File: src/include/dbus_macros.svh
`ifndef DBUS_MACROS_SVH
`define DBUS_MACROS_SVH

// bus widths
`define DBUS_DATA_W 32
`define DBUS_ADDR_W 32

// on-chip RAM geometry
`define RAM_WORDS 256
`define RAM_IDX_W 8

// serial transmit path
`define TX_FIFO_DEPTH 8
`define CPLD_WR_CYCLES 2

`endif

File: src/source/cpld_pkg.sv
`include "dbus_macros.svh"

package cpld_pkg;

    // offsets inside the CPLD region
    typedef enum logic [7:0] {
        CPLD_DATA   = 8'h00,
        CPLD_STATUS = 8'h04
    } cpld_reg_e;

    typedef struct packed {
        logic [`DBUS_DATA_W-4:0] zero;
        logic                    tsre;
        logic                    tx_full;
        logic                    tx_empty;
    } cpld_status_s;

endpackage

File: src/source/dbus_pkg.sv
`include "dbus_macros.svh"

package dbus_pkg;

    typedef logic [`DBUS_DATA_W-1:0] word_t;

    // anything else in the region field is unmapped
    typedef enum logic [3:0] {
        REGION_RAM  = 4'd0,
        REGION_CPLD = 4'd1
    } region_e;

    typedef struct packed {
        logic [3:0]              region;
        logic [`DBUS_ADDR_W-5:0] offset;
    } addr_region_s;

    // byte address, lane bits below the word index
    typedef struct packed {
        logic [`DBUS_ADDR_W-`RAM_IDX_W-3:0] unused;
        logic [`RAM_IDX_W-1:0]              idx;
        logic [1:0]                         lane;
    } addr_word_s;

    typedef union packed {
        addr_region_s region_view;
        addr_word_s   word_view;
    } bus_addr_u;

endpackage

File: src/source/ram_port_if.sv
`timescale 1ns/1ps
`include "dbus_macros.svh"

// request stays put until a cycle with stall low
interface ram_port_if;
    dbus_pkg::bus_addr_u       address;
    logic [`DBUS_DATA_W/8-1:0] byteenable;
    logic                      read;
    logic                      write;
    dbus_pkg::word_t           wrdata;
    dbus_pkg::word_t           rddata;
    logic                      stall;

    modport master (
        output address, byteenable, read, write, wrdata,
        input  rddata, stall
    );

    modport slave (
        input  address, byteenable, read, write, wrdata,
        output rddata, stall
    );
endinterface

File: src/source/dbus_decoder.sv
`timescale 1ns/1ps
`include "dbus_macros.svh"

module dbus_decoder (
    input  logic                      clk,
    input  logic                      rst_i,
    input  logic                      read_i,
    input  logic                      write_i,
    input  dbus_pkg::bus_addr_u       address_i,
    input  logic [`DBUS_DATA_W/8-1:0] byteenable_i,
    input  dbus_pkg::word_t           wrdata_i,
    output dbus_pkg::word_t           rddata_o,
    output logic                      stall_o,
    ram_port_if.master                ram,
    output logic                      push_o,
    output logic [7:0]                push_data_o,
    input  logic                      fifo_full_i,
    input  logic                      fifo_empty_i,
    input  logic                      cpld_tsre_i
);
    logic                   sel_ram;
    logic                   sel_cpld;
    logic [7:0]             reg_off;
    logic                   is_data;
    logic                   is_status;
    logic                   data_wr;
    logic                   tsre_q;
    cpld_pkg::cpld_status_s status;

    always_comb begin
        sel_ram  = 1'b0;
        sel_cpld = 1'b0;
        case (address_i.region_view.region)
            dbus_pkg::REGION_RAM:  sel_ram  = 1'b1;
            dbus_pkg::REGION_CPLD: sel_cpld = 1'b1;
            default: ;
        endcase
    end

    // upper offset bits alias onto the two registers
    assign reg_off   = address_i.region_view.offset[7:0];
    assign is_data   = sel_cpld && (reg_off == cpld_pkg::CPLD_DATA);
    assign is_status = sel_cpld && (reg_off == cpld_pkg::CPLD_STATUS);
    assign data_wr   = write_i && is_data;

    assign ram.address    = address_i;
    assign ram.byteenable = byteenable_i;
    assign ram.read       = read_i && sel_ram;
    assign ram.write      = write_i && sel_ram;
    assign ram.wrdata     = wrdata_i;

    assign push_o      = data_wr && !fifo_full_i;
    assign push_data_o = wrdata_i[7:0];

    // tsre comes straight off the CPLD pin
    always_ff @(posedge clk) begin
        if (rst_i) begin
            tsre_q <= 1'b0;
        end else begin
            tsre_q <= cpld_tsre_i;
        end
    end

    always_comb begin
        status          = '0;
        status.tsre     = tsre_q;
        status.tx_full  = fifo_full_i;
        status.tx_empty = fifo_empty_i;
    end

    always_comb begin
        rddata_o = '0;
        if (sel_ram) begin
            rddata_o = ram.rddata;
        end else if (is_status) begin
            rddata_o = status;
        end
    end

    // full FIFO holds the data write until a slot frees
    assign stall_o = (sel_ram && ram.stall) || (data_wr && fifo_full_i);

    a_rd_wr_excl: assert property (@(posedge clk) disable iff (rst_i)
        !(read_i && write_i));

endmodule

File: src/flat_wrapper.sv
// flat-port wrapper written by rule: the top's interface ports become plain ports
module dbus_decoder_flat 
  (clk, rst_i, read_i, write_i, address_i, byteenable_i, wrdata_i, rddata_o, stall_o, push_o, push_data_o, fifo_full_i, fifo_empty_i, cpld_tsre_i, ram_address, ram_byteenable, ram_read, ram_write, ram_wrdata, ram_rddata, ram_stall);
  ram_port_if ram_i ();
  input  logic clk;
  input  logic rst_i;
  input  logic read_i;
  input  logic write_i;
  input  dbus_pkg::bus_addr_u address_i;
  input  logic [`DBUS_DATA_W/8-1:0] byteenable_i;
  input  dbus_pkg::word_t wrdata_i;
  output dbus_pkg::word_t rddata_o;
  output logic stall_o;
  output logic push_o;
  output logic [7:0] push_data_o;
  input  logic fifo_full_i;
  input  logic fifo_empty_i;
  input  logic cpld_tsre_i;
  output wire logic [$bits(ram_i.address)-1:0] ram_address;
  output wire logic [$bits(ram_i.byteenable)-1:0] ram_byteenable;
  output wire logic [$bits(ram_i.read)-1:0] ram_read;
  output wire logic [$bits(ram_i.write)-1:0] ram_write;
  output wire logic [$bits(ram_i.wrdata)-1:0] ram_wrdata;
  input wire logic [$bits(ram_i.rddata)-1:0] ram_rddata;
  input wire logic [$bits(ram_i.stall)-1:0] ram_stall;
  assign ram_address = ram_i.address;
  assign ram_byteenable = ram_i.byteenable;
  assign ram_read = ram_i.read;
  assign ram_write = ram_i.write;
  assign ram_wrdata = ram_i.wrdata;
  assign ram_i.rddata = ram_rddata;
  assign ram_i.stall = ram_stall;
  dbus_decoder u_core (.clk(clk), .rst_i(rst_i), .read_i(read_i), .write_i(write_i), .address_i(address_i), .byteenable_i(byteenable_i), .wrdata_i(wrdata_i), .rddata_o(rddata_o), .stall_o(stall_o), .ram(ram_i), .push_o(push_o), .push_data_o(push_data_o), .fifo_full_i(fifo_full_i), .fifo_empty_i(fifo_empty_i), .cpld_tsre_i(cpld_tsre_i));
endmodule
File: config.mk
export PLATFORM = sky130hd
export DESIGN_NAME = dbus_decoder_flat
export DESIGN_NICKNAME = d
export VERILOG_FILES = /design/src/source/cpld_pkg.sv /design/src/source/dbus_pkg.sv /design/src/source/ram_port_if.sv /design/src/source/dbus_decoder.sv /design/src/flat_wrapper.sv
export VERILOG_INCLUDE_DIRS = /design/src /design/src/include
export SDC_FILE = /design/constraint.sdc
export NUM_CORES = 1
export LEC_CHECK = 0
export BUFFER_PORTS_ARGS = -buffer_cell sky130_fd_sc_hd__buf_2
export CAP_MARGIN = 20
export CORE_AREA = 2 2 86 88
export DETAILED_ROUTE_END_ITERATION = 6
export DIE_AREA = 0 0 88 90
export PLACE_DENSITY = 0.58
export SYNTH_ARGS = -nofsm -noshare
export SYNTH_HDL_FRONTEND = slang
export SYNTH_SLANG_ARGS = --single-unit
File: constraint.sdc
create_clock -name clk -period 1.25 [get_ports clk]
set_clock_uncertainty 0.05 [all_clocks]
set_input_delay 0 -clock clk [delete_from_list [all_inputs] [get_ports clk]]
set_output_delay 0 -clock clk [all_outputs]
set_load 0.02 [all_outputs]
## Word-level counts from Yosys, hierarchy flattened

Cells that the tools add are included.

| word-level totals | value |
|---|---|
| memory bits (writable) | 0 |
| register bits after elaboration | 1 |
| bits in latches | 0 |
| memories | 0 |
| output and inout port bits | 112 |
| logic and storage cells | 19 |
| bits in read-only memories | 0 |

| operators by class | value |
|---|---|
| multipliers | 0 |
| shift operators | 0 |
| div/mod/pow operators | 0 |
| equal/unequal tests | 2 |
| muxes and demuxes | 4 |
| reduce and logical (&&, ||, !) cells | 12 |
| add/subtract/negate cells | 0 |
| magnitude comparators | 0 |
| bitwise operators | 0 |

Operators with widths:

| operator | number |
|---|---|
| 32-bit 2-to-1 mux | 1 |
| 8-bit by 3-bit == test with 1-bit output, second input constant | 1 |
| 1-bit logical AND | 8 |
| 8-bit logical NOT | 1 |
| 4-bit by 1-bit == test with 1-bit output, second input constant | 1 |
| 4-bit logical NOT | 1 |
| 3-bit 2-to-1 mux | 1 |
| 1-bit 2-to-1 mux | 2 |
| 1-bit logical NOT | 1 |
| 1-bit logical OR | 1 |

## Logic depth before layout (Yosys ltp)

Gate-level depths: netlist of the first run.

| logic depth | value |
|---|---|
| depth after elaboration | 6 |
| depth in mapped cells | 4 |
| depth with buffers taken out | 3 |

## Least setup slack after synthesis of the first run

No wires, ideal clock.

| timing | value |
|---|---|
| kind | input to output |
| from | in address_i[2] (netlist bit) |
| to | out push_o |
| setup slack | -15 ps |
| arrival time | 1215 ps |
| path buffers | 0 |
| stages | 3 |
| path through | or4b_1 or4_1 nor2_1 |

| on the way | value |
|---|---|
| cells in the longest elaborated chain, start to end | 4 |

RTL lines:

| what | RTL line | text |
|---|---|---|
| from (decl) | flat_wrapper.sv:9 | `input dbus_pkg::bus_addr_u address_i;` |
| 8-bit logical NOT | dbus_decoder.sv:42 | `assign is_data = sel_cpld && (reg_off == cpld_pkg::CPLD_DATA);` |
| 1-bit logical AND | dbus_decoder.sv:42 |  |
| 1-bit logical AND | dbus_decoder.sv:44 | `assign data_wr = write_i && is_data;` |
| 1-bit logical AND | dbus_decoder.sv:52 | `assign push_o = data_wr && !fifo_full_i;` |
| to (decl) | flat_wrapper.sv:14 | `output logic push_o;` |

No other way between the ends.

## Worst setup path in the final report of the first run

| timing | value |
|---|---|
| from | in address_i[5] (netlist bit) |
| to | out push_o |

The elaborated chain is that of the path after synthesis.

==> results of run 1 <==
[worst max-delay path, cell delays in order]
cell	delay, ns
buf_6	0.09
or4b_4	0.55
or4_4	0.44
nor2_4	0.09
buf_6	0.11
[where the power goes]
part | switching, W | internal, W
Clock | 0 | 0
Combinational | 0.000288 | 0.000240
Sequential | 0.000000456 | 0.0000343
[metrics by stage]
| step | setup slack [ns] | TNS [ns] | cells | hold WS [ns] | power, W |
|---|---|---|---|---|---|
| 2_1_floorplan | 0.0494 | 0 | 126 | -0.00236 | 0.000445 |
| 3_3_place_gp | -0.171 | -1.68 | 251 | -0.0499 | 0.000243 |
| 3_5_place_dp | -0.183 | -1.41 | 251 | -0.0499 | 0.000244 |
| 4_1_cts | -0.115 | -0.309 | 307 | 0.111 | 0.000553 |
| 5_1_grt | -0.132 | -0.418 | 307 | 0.133 | 0.000595 |
| 6_report | -0.0946 | -0.127 | 307 | 0.110 | 0.000563 |
[final timing paths]
path / endpoint / slack, ns
setup / recovery: push_o / -0.09
hold / removal: u_core.tsre_q / 0.11
[Yosys cell counts (all sizes together)]
master  count
or3         2
nor4        2
or3b        2
or4b        1
dfxtp       1
a22o        4
and2       31
nor2b       1
or4         1
nor2        2
clkbuf      3
buf        76
[cell type report]
type / instances / area (um^2) / area share (%)
Multi-Input combinational cell: 46 / 362 / 21.6
Timing Repair Buffer: 161 / 1170 / 69.8
Tap cell: 99 / 124 / 7.39
Sequential cell: 1 / 20.0 / 1.19
[per-layer routing]
metal	GRT usage (%)	up-vias	wire (um)
li1	-	486	-
met1	7.55	422	1090
met2	13.9	105	1890
met3	0.735	2	336
met4	0.769	0	8
met5	0	-	0
[cell families after synthesis]
group | count (synthesis) | synth area share (%)
AO/OA/AOI/OAI | 4 | 3.81
AND/OR/NAND/NOR | 42 | 30.7
flip-flops | 1 | 2.18
buffers and inverters | 79 | 63.4
[repair_timing]
action | in CTS | in global routing
pin swaps | 2 | 4
setup endpoints to repair | 25 | 20
endpoints found under the hold margin | 64 | 0
gates resized for setup | 14 | 13
hold buffers | 56 | 0
==> impl_metrics.ini, run 1 <==
[power_and_ir_drop]
leakage_nw = 0.873
peakVddDrop_mv = 0.182
p_per_area_nw_per_um2 = 336

[status]
failed_checks = negative setup slack
status = finished, violations left

[timing]
hold_violations = 0
maxSlewHeadroom_pct = 72.2
setup_slack_ns = -0.0946
slew_violations = 0
clock.fmax_mhz = 744
finalSetupViolCount = 3
post-route-period-util_pct = 108
layout_min_cycle_time_ns = 1.34
max_slew.worst_pin.slew_ns = 0.415
rsz0062_at_grt = true

[routing]
wl_um = 3320
dr.pass1.iters = 3
drt-vias-per-instance = 3.31
drt_iter0_markers = 11
drc = 0
wl_per_cell_um = 10.8
num_vias = 1015
ant_nets = 0

[die]
dieArea_um2 = 7920
coreArea_um2 = 7020
die_h_um = 90
die_x_um = 88
rows = 31
num_io_pins = 220
start_util_pct = 13.1

[cells_and_area]
final_area_um2 = 1680
final_common_cell = buf_2
insertedDiodeCount = 0
largest_reg_flops = 1
final_cell_mix = buf_2, dlygate4sd3_1, and2_1, buf_6, buf_4
area_growth_pct = 82.4
drive_gt1_share_pct = 55.3
fin_util_pct = 23.9
fin_nets = 318
fillers = 774
top_register = u_core.tsre_q
reg_top3 = u_core.tsre_q x1

[grt]
grt_pass1_wl_um = 4490
antenna_found_initial = 0
overflow = 0
grt.total_usage_pct = 6.86
grt_max_degree = 21
grt_pass1_vias = 915

[setup_path]
critical_path_required_ns = 1.20
worstSetupPathType = input port to output pin
cp_data_arrival_time_ns = 1.29
critPathMaxFanout = 3
startpoint = address_i[5]
endpoint_kind = output pin
critPathLaunchType = input port

[place]
place.gp.congestion = 0.640
hpwl_um = 2240
portBuffers = 99
place_area_um2 = 1000

[synthesis]
synthCells = 126
ys_seq_area_share_pct = 2.18
synth_cell_types = 16
synth_area_leader_cell = buf_4
synth_area_um2 = 918
ys_warn_count = 0
synth_nets = 234
syn_area_per_cell_um2 = 7.29
synthTopCellsByArea = buf_4, and2_1, a22o_1, dfxtp_1, nor4_2
ys_seq_elements = 1
synth_top_area_share_pct = 62.1

[hold_path]
hold_depth = 2
hold_path_class = input port to register
hold_start = rst_i

[clocking]
clk_pin_slew_ns = 0
post-cts-setup-buffers = 0

[run]
maxCapViolations = 0
Power figures use the tool's default switching activity.
==> run 2, diff against run 1 <==
--- a/config.mk
+++ b/config.mk
@@ -8,10 +8,9 @@
 export LEC_CHECK = 0
 export BUFFER_PORTS_ARGS = -buffer_cell sky130_fd_sc_hd__buf_2
 export CAP_MARGIN = 20
-export CORE_AREA = 2 2 86 88
+export CORE_AREA = 2 2 84 86
 export DETAILED_ROUTE_END_ITERATION = 6
-export DIE_AREA = 0 0 88 90
-export PLACE_DENSITY = 0.58
+export DIE_AREA = 0 0 86 88
 export SYNTH_ARGS = -nofsm -noshare
 export SYNTH_HDL_FRONTEND = slang
 export SYNTH_SLANG_ARGS = --single-unit
==> constraint.sdc (replaced) <==
create_clock -name clk -period 1.2 [get_ports clk]
set_clock_uncertainty 0.05 [all_clocks]
set_input_delay 0 -clock clk [delete_from_list [all_inputs] [get_ports clk]]
set_output_delay 0 -clock clk [all_outputs]
set_load 0.02 [all_outputs]
==> impl_metrics.ini, run 2 (synthesis gave the netlist of run 1 again) <==
[status]
status = finished, violations left
failed_checks = negative setup slack

[grt]
overflow = 0
top_usage_layer = met2
met2_usage_pct = 11.7
grt_pass1_wl_um = 3680
grt_pass1_vias = 762
met3_usage_pct = 0.283
grt_max_degree = 24
antenna_found_initial = 0
grt.total_usage_pct = 5.94
met1_usage_pct = 7.48

[cells_and_area]
area_growth_pct = 77.5
final_area_um2 = 1630
multiInputGateArea_um2 = 357
fillers = 707
largest_reg_flops = 1
regArea_um2 = 20.0
fin_cells = 287
top_register = u_core.tsre_q
fin_nets = 317
final_cell_mix = buf_2, dlygate4sd3_1, and2_1, buf_6, a22o_1
final_common_cell = buf_2
reg_top3 = u_core.tsre_q x1
insertedDiodeCount = 0
drive_gt1_share_pct = 55.1

[timing]
setup_slack_ns = -0.152
hold_slack_ns = 0.115
layout_min_cycle_time_ns = 1.35
tns_ns = -0.937
finalSetupViolCount = 36
hold_violations = 0
slew_violations = 0
maxSlewHeadroom_pct = 71.6
clock.fmax_mhz = 739
rsz0062_at_grt = true
max_slew.worst_pin.slew_ns = 0.425
post-route-period-util_pct = 113

[clocking]
clk_pin_slew_ns = 0
post-cts-setup-buffers = 0

[routing]
drt-vias-per-instance = 3.46
wl_um = 3200
wl_per_cell_um = 11.1
num_vias = 994
drt_iter0_markers = 6
dr.pass1.iters = 2
drc = 0
ant_nets = 0

[power_and_ir_drop]
leakage_nw = 0.866
power_w = 0.000585
internal_power_w = 0.000285
p_per_area_nw_per_um2 = 359
seqPwrFrac_pct = 6.3
combPwrFrac_pct = 93.7
clkPwrFrac_pct = 0
swShare_pct = 51.3
switching_power_w = 0.000300
peakVddDrop_mv = 0.154

[run]
maxCapViolations = 0

[setup_path]
cp_num_buf_inv = 2
worstSetupPathType = input port to output pin
endpoint_kind = output pin
critPathMaxFanout = 4
crit_top_cell = buf_6
path_delay_family = simple AND/OR/NAND/NOR gates
crit_chain = buf_6, or3_4, or4_4, nor2_4, buf_6
cp_slowest_cell = or4_4
critPathMaxStageDelay_ns = 0.57
critPathLaunchType = input port
cp_data_arrival_time_ns = 1.30
critical_path_required_ns = 1.15

[die]
num_io_pins = 220
coreArea_um2 = 6640
dieArea_um2 = 7570
die_h_um = 88
die_x_um = 86
start_util_pct = 13.8
rows = 30

[place]
portBuffers = 99
place.gp.congestion = 0.627
place_area_um2 = 990
dp.cells = 231

[hold_path]
hold_path_class = input port to register
## run 2: timing repair
| action | in CTS | in global routing |
|---|---|---|
| cloned | 0 | 0 |
| hold buffers | 56 | 0 |
| endpoints found under the hold margin | 64 | 0 |
| setup endpoints to repair | 25 | 36 |
| resized for setup | 13 | 6 |
| pin swaps | 2 | 2 |
## run 2: cell type report
cell class	count	area share, %
timing repair buffer	160	70.8
multi-input combinational	46	21.9
tap	80	6.14
sequential	1	1.23
## run 2: path summary, 6_finish.rpt
kind                       from            end  slack, ns  depth (start not counted)
hold / removal            rst_i  u_core.tsre_q       0.12                          2
setup / recovery  address_i[29]         push_o      -0.15                          5
## run 2: power by group through the flow
stage | logic [W] | registers, W | clock network, W
final | 0.000548 | 0.0000370 | 0
after detailed placement | 0.000222 | 0.0000371 | 0
after global placement | 0.000219 | 0.0000373 | 0
after floorplan | 0.000427 | 0.0000361 | 0
after CTS | 0.000542 | 0.0000371 | 0
after global routing | 0.000580 | 0.0000373 | 0
## run 2: routing by layer
| layer | wire (um) | vias to the layer above |
|---|---|---|
| met5 | 0 | - |
| met4 | 0 | 0 |
| met3 | 292 | 0 |
| met2 | 1770 | 103 |
| met1 | 1130 | 406 |
| li1 | - | 485 |
## run 2: stage by stage
stage / util [%] / worst slack [ns]
after floorplan: - / 0.0142
after global placement: 14.9 / -0.244
after detailed placement: 14.9 / -0.251
after CTS: 24.0 / -0.161
after global routing: 24.5 / -0.197
final: 24.5 / -0.152
==> run 3, diff against run 2 <==
--- a/config.mk
+++ b/config.mk
@@ -6,11 +6,12 @@
 export SDC_FILE = /design/constraint.sdc
 export NUM_CORES = 1
 export LEC_CHECK = 0
+export ABC_AREA = 1
 export BUFFER_PORTS_ARGS = -buffer_cell sky130_fd_sc_hd__buf_2
 export CAP_MARGIN = 20
-export CORE_AREA = 2 2 84 86
+export CORE_AREA = 2 2 85 87
 export DETAILED_ROUTE_END_ITERATION = 6
-export DIE_AREA = 0 0 86 88
+export DIE_AREA = 0 0 87 89
 export SYNTH_ARGS = -nofsm -noshare
 export SYNTH_HDL_FRONTEND = slang
 export SYNTH_SLANG_ARGS = --single-unit
==> impl_metrics.ini, run 3 <==
[status]
status = finished, final reports clean

[cells_and_area]
reg_top3 = u_core.tsre_q x1
top_register = u_core.tsre_q
final_area_um2 = 1590
area_growth_pct = 54.5
largest_reg_flops = 1
fin_cells = 336
drive_gt1_share_pct = 42.2
fillers = 749
final_cell_mix = buf_2, dlygate4sd3_1, nor2_1, inv_1, nand2_1
insertedDiodeCount = 0
final_common_cell = buf_2
fin_nets = 366

[power_and_ir_drop]
peakVddDrop_mv = 0.222
power_w = 0.000587
leakage_nw = 1.02
p_per_area_nw_per_um2 = 370

[synthesis]
ys_seq_area_share_pct = 1.95
synth_cell_types = 10
ys_warn_count = 0
synth_edf_count = 0
ys.flop_type = dfxtp_1
syn_area_per_cell_um2 = 5.73
yosysMostFrequentCell = buf_4
synth_xor_area_share_pct = 0
synth_top_area_share_pct = 55.6
synthTopCellsByArea = buf_4, nor2_1, inv_1, nand2_1, buf_6
synth_area_leader_cell = buf_4
ys_seq_elements = 1
synth_compound_area_share_pct = 0
ys_async_sr_fraction_pct = 0
synth_top_family_by_area = buffers and inverters
synth_area_um2 = 1030
synth_common_cells = buf_4, nor2_1, inv_1, nand2_1, nor2_2
synth_fa_ha_area_share_pct = 0
synth_nets = 287
yosys.area_share.simple_pct = 25.2
synthCells = 179
muxShareOfSynthArea_pct = 0

[clocking]
clk_pin_slew_ns = 0
cts_resized = 0

[timing]
maxSlewHeadroom_pct = 63.1
layout_min_cycle_time_ns = 1.06
clock.fmax_mhz = 940
max_slew.worst_pin.slew_ns = 0.553
slew_violations = 0
setup_slack_ns = 0.136
post-route-period-util_pct = 88.6
hold_violations = 0
rsz0062_at_grt = false
finalSetupViolCount = 0
tns_ns = 0

[grt]
grt_pass1_wl_um = 3970
grt_pass1_vias = 977
antenna_found_initial = 0
grt_max_degree = 32
overflow = 0
grt.total_usage_pct = 6.16

[routing]
drc = 0
drt-vias-per-instance = 3.49
dr.pass1.iters = 3
wl_per_cell_um = 9.88
ant_nets = 0
drt_iter0_markers = 5
wl_um = 3320
num_vias = 1171

[die]
start_util_pct = 15.3
die_x_um = 87
coreArea_um2 = 6720
rows = 30
num_io_pins = 220
dieArea_um2 = 7740
die_h_um = 89

[hold_path]
hold_path_class = input port to register

[place]
place_area_um2 = 1020
place.gp.congestion = 0.670
hpwl_um = 2230
dp.cells = 280
dp_slack_ns = 0.104
portBuffers = 99

[setup_path]
endpoint_kind = output pin
worstSetupPathType = input port to output pin
critPathLaunchType = input port
cp-endpoint = rddata_o[16]
critPathMaxFanout = 31
cp_data_arrival_time_ns = 1.01
startpoint = address_i[31]
critical_path_required_ns = 1.15

[run]
maxCapViolations = 0
==> run 3: cell count changes after synthesis, moves of 2 or more <==
cell,delta
nor2_1,+36
nor2_2,+4
buf_6,+3
inv_2,+2
a22o_1,-4
nand3_1,+4
nand2_1,+14
and2_1,-31
inv_1,+36
clkbuf_1,-3
==> run 3: logic make-up after synthesis <==
| kind of cell | after synthesis |
|---|---|
| DFF | 1 |
| buffers and inverters | 117 |
| and+or+nand+nor | 61 |
==> run 3: worst min-delay path by stage <==
stage | to | depth (start not counted) | startpoint | slack, ns
final | u_core.tsre_q | 2 | rst_i | 0.11
after global routing | u_core.tsre_q | 2 | rst_i | 0.12
after CTS | u_core.tsre_q | 2 | rst_i | 0.12
after detailed placement | ram_address[10] | 0 | address_i[10] | -0.05
after global placement | ram_address[10] | 0 | address_i[10] | -0.05
after floorplan | u_core.tsre_q | 1 | rst_i | 0.02
==> run 3: critical path, stage by stage <==
cell and delay [ns]:
buf_2 0.11, nor2_2 0.12, inv_2 0.05, nor3_4 0.13, inv_2 0.24, nor2_1 0.16
buf_2 0.19
==> run 3: final cells by class <==
class	instances	area (um^2)	area share, %
multi-input combinational	61	259	16.3
sequential	1	20.0	1.26
inverter	38	143	9.00
tap	80	100	6.31
timing repair buffer	156	1060	67.1
==> run 3: routing by layer <==
| layer | part of all wire, % | vias to the layer above | track usage (%) |
|---|---|---|---|
| met2 | 61 | 111 | 15.3 |
| li1 | - | 580 | - |
| met4 | 0.36 | 0 | 0.426 |
| met1 | 27 | 478 | 5.21 |
| met3 | 11 | 2 | 0.277 |
| met5 | 0 | - | 0 |
==> run 3: what timing repair did <==
item	4_1_cts	5_1_grt
hold buffers	56	0
endpoints found under the setup margin	0	0
buffers inserted	0	0
hold endpoints to repair	64	0
==> run 3: report_power, final <==
group          total (W)  leakage [nW]  internal, W  switching [W]
combinational   0.000551          1.01     0.000230       0.000320
clock                  0             0            0              0
sequential     0.0000362       0.00834    0.0000357    0.000000430
total           0.000587          1.02     0.000266       0.000321
==> run 3: metrics by stage <==
step	hold WS (ns)	util (%)
2_1_floorplan	0.0212	-
3_3_place_gp	-0.0499	15.3
3_5_place_dp	-0.0499	15.3
4_1_cts	0.116	23.6
5_1_grt	0.116	23.6
6_report	0.112	23.6
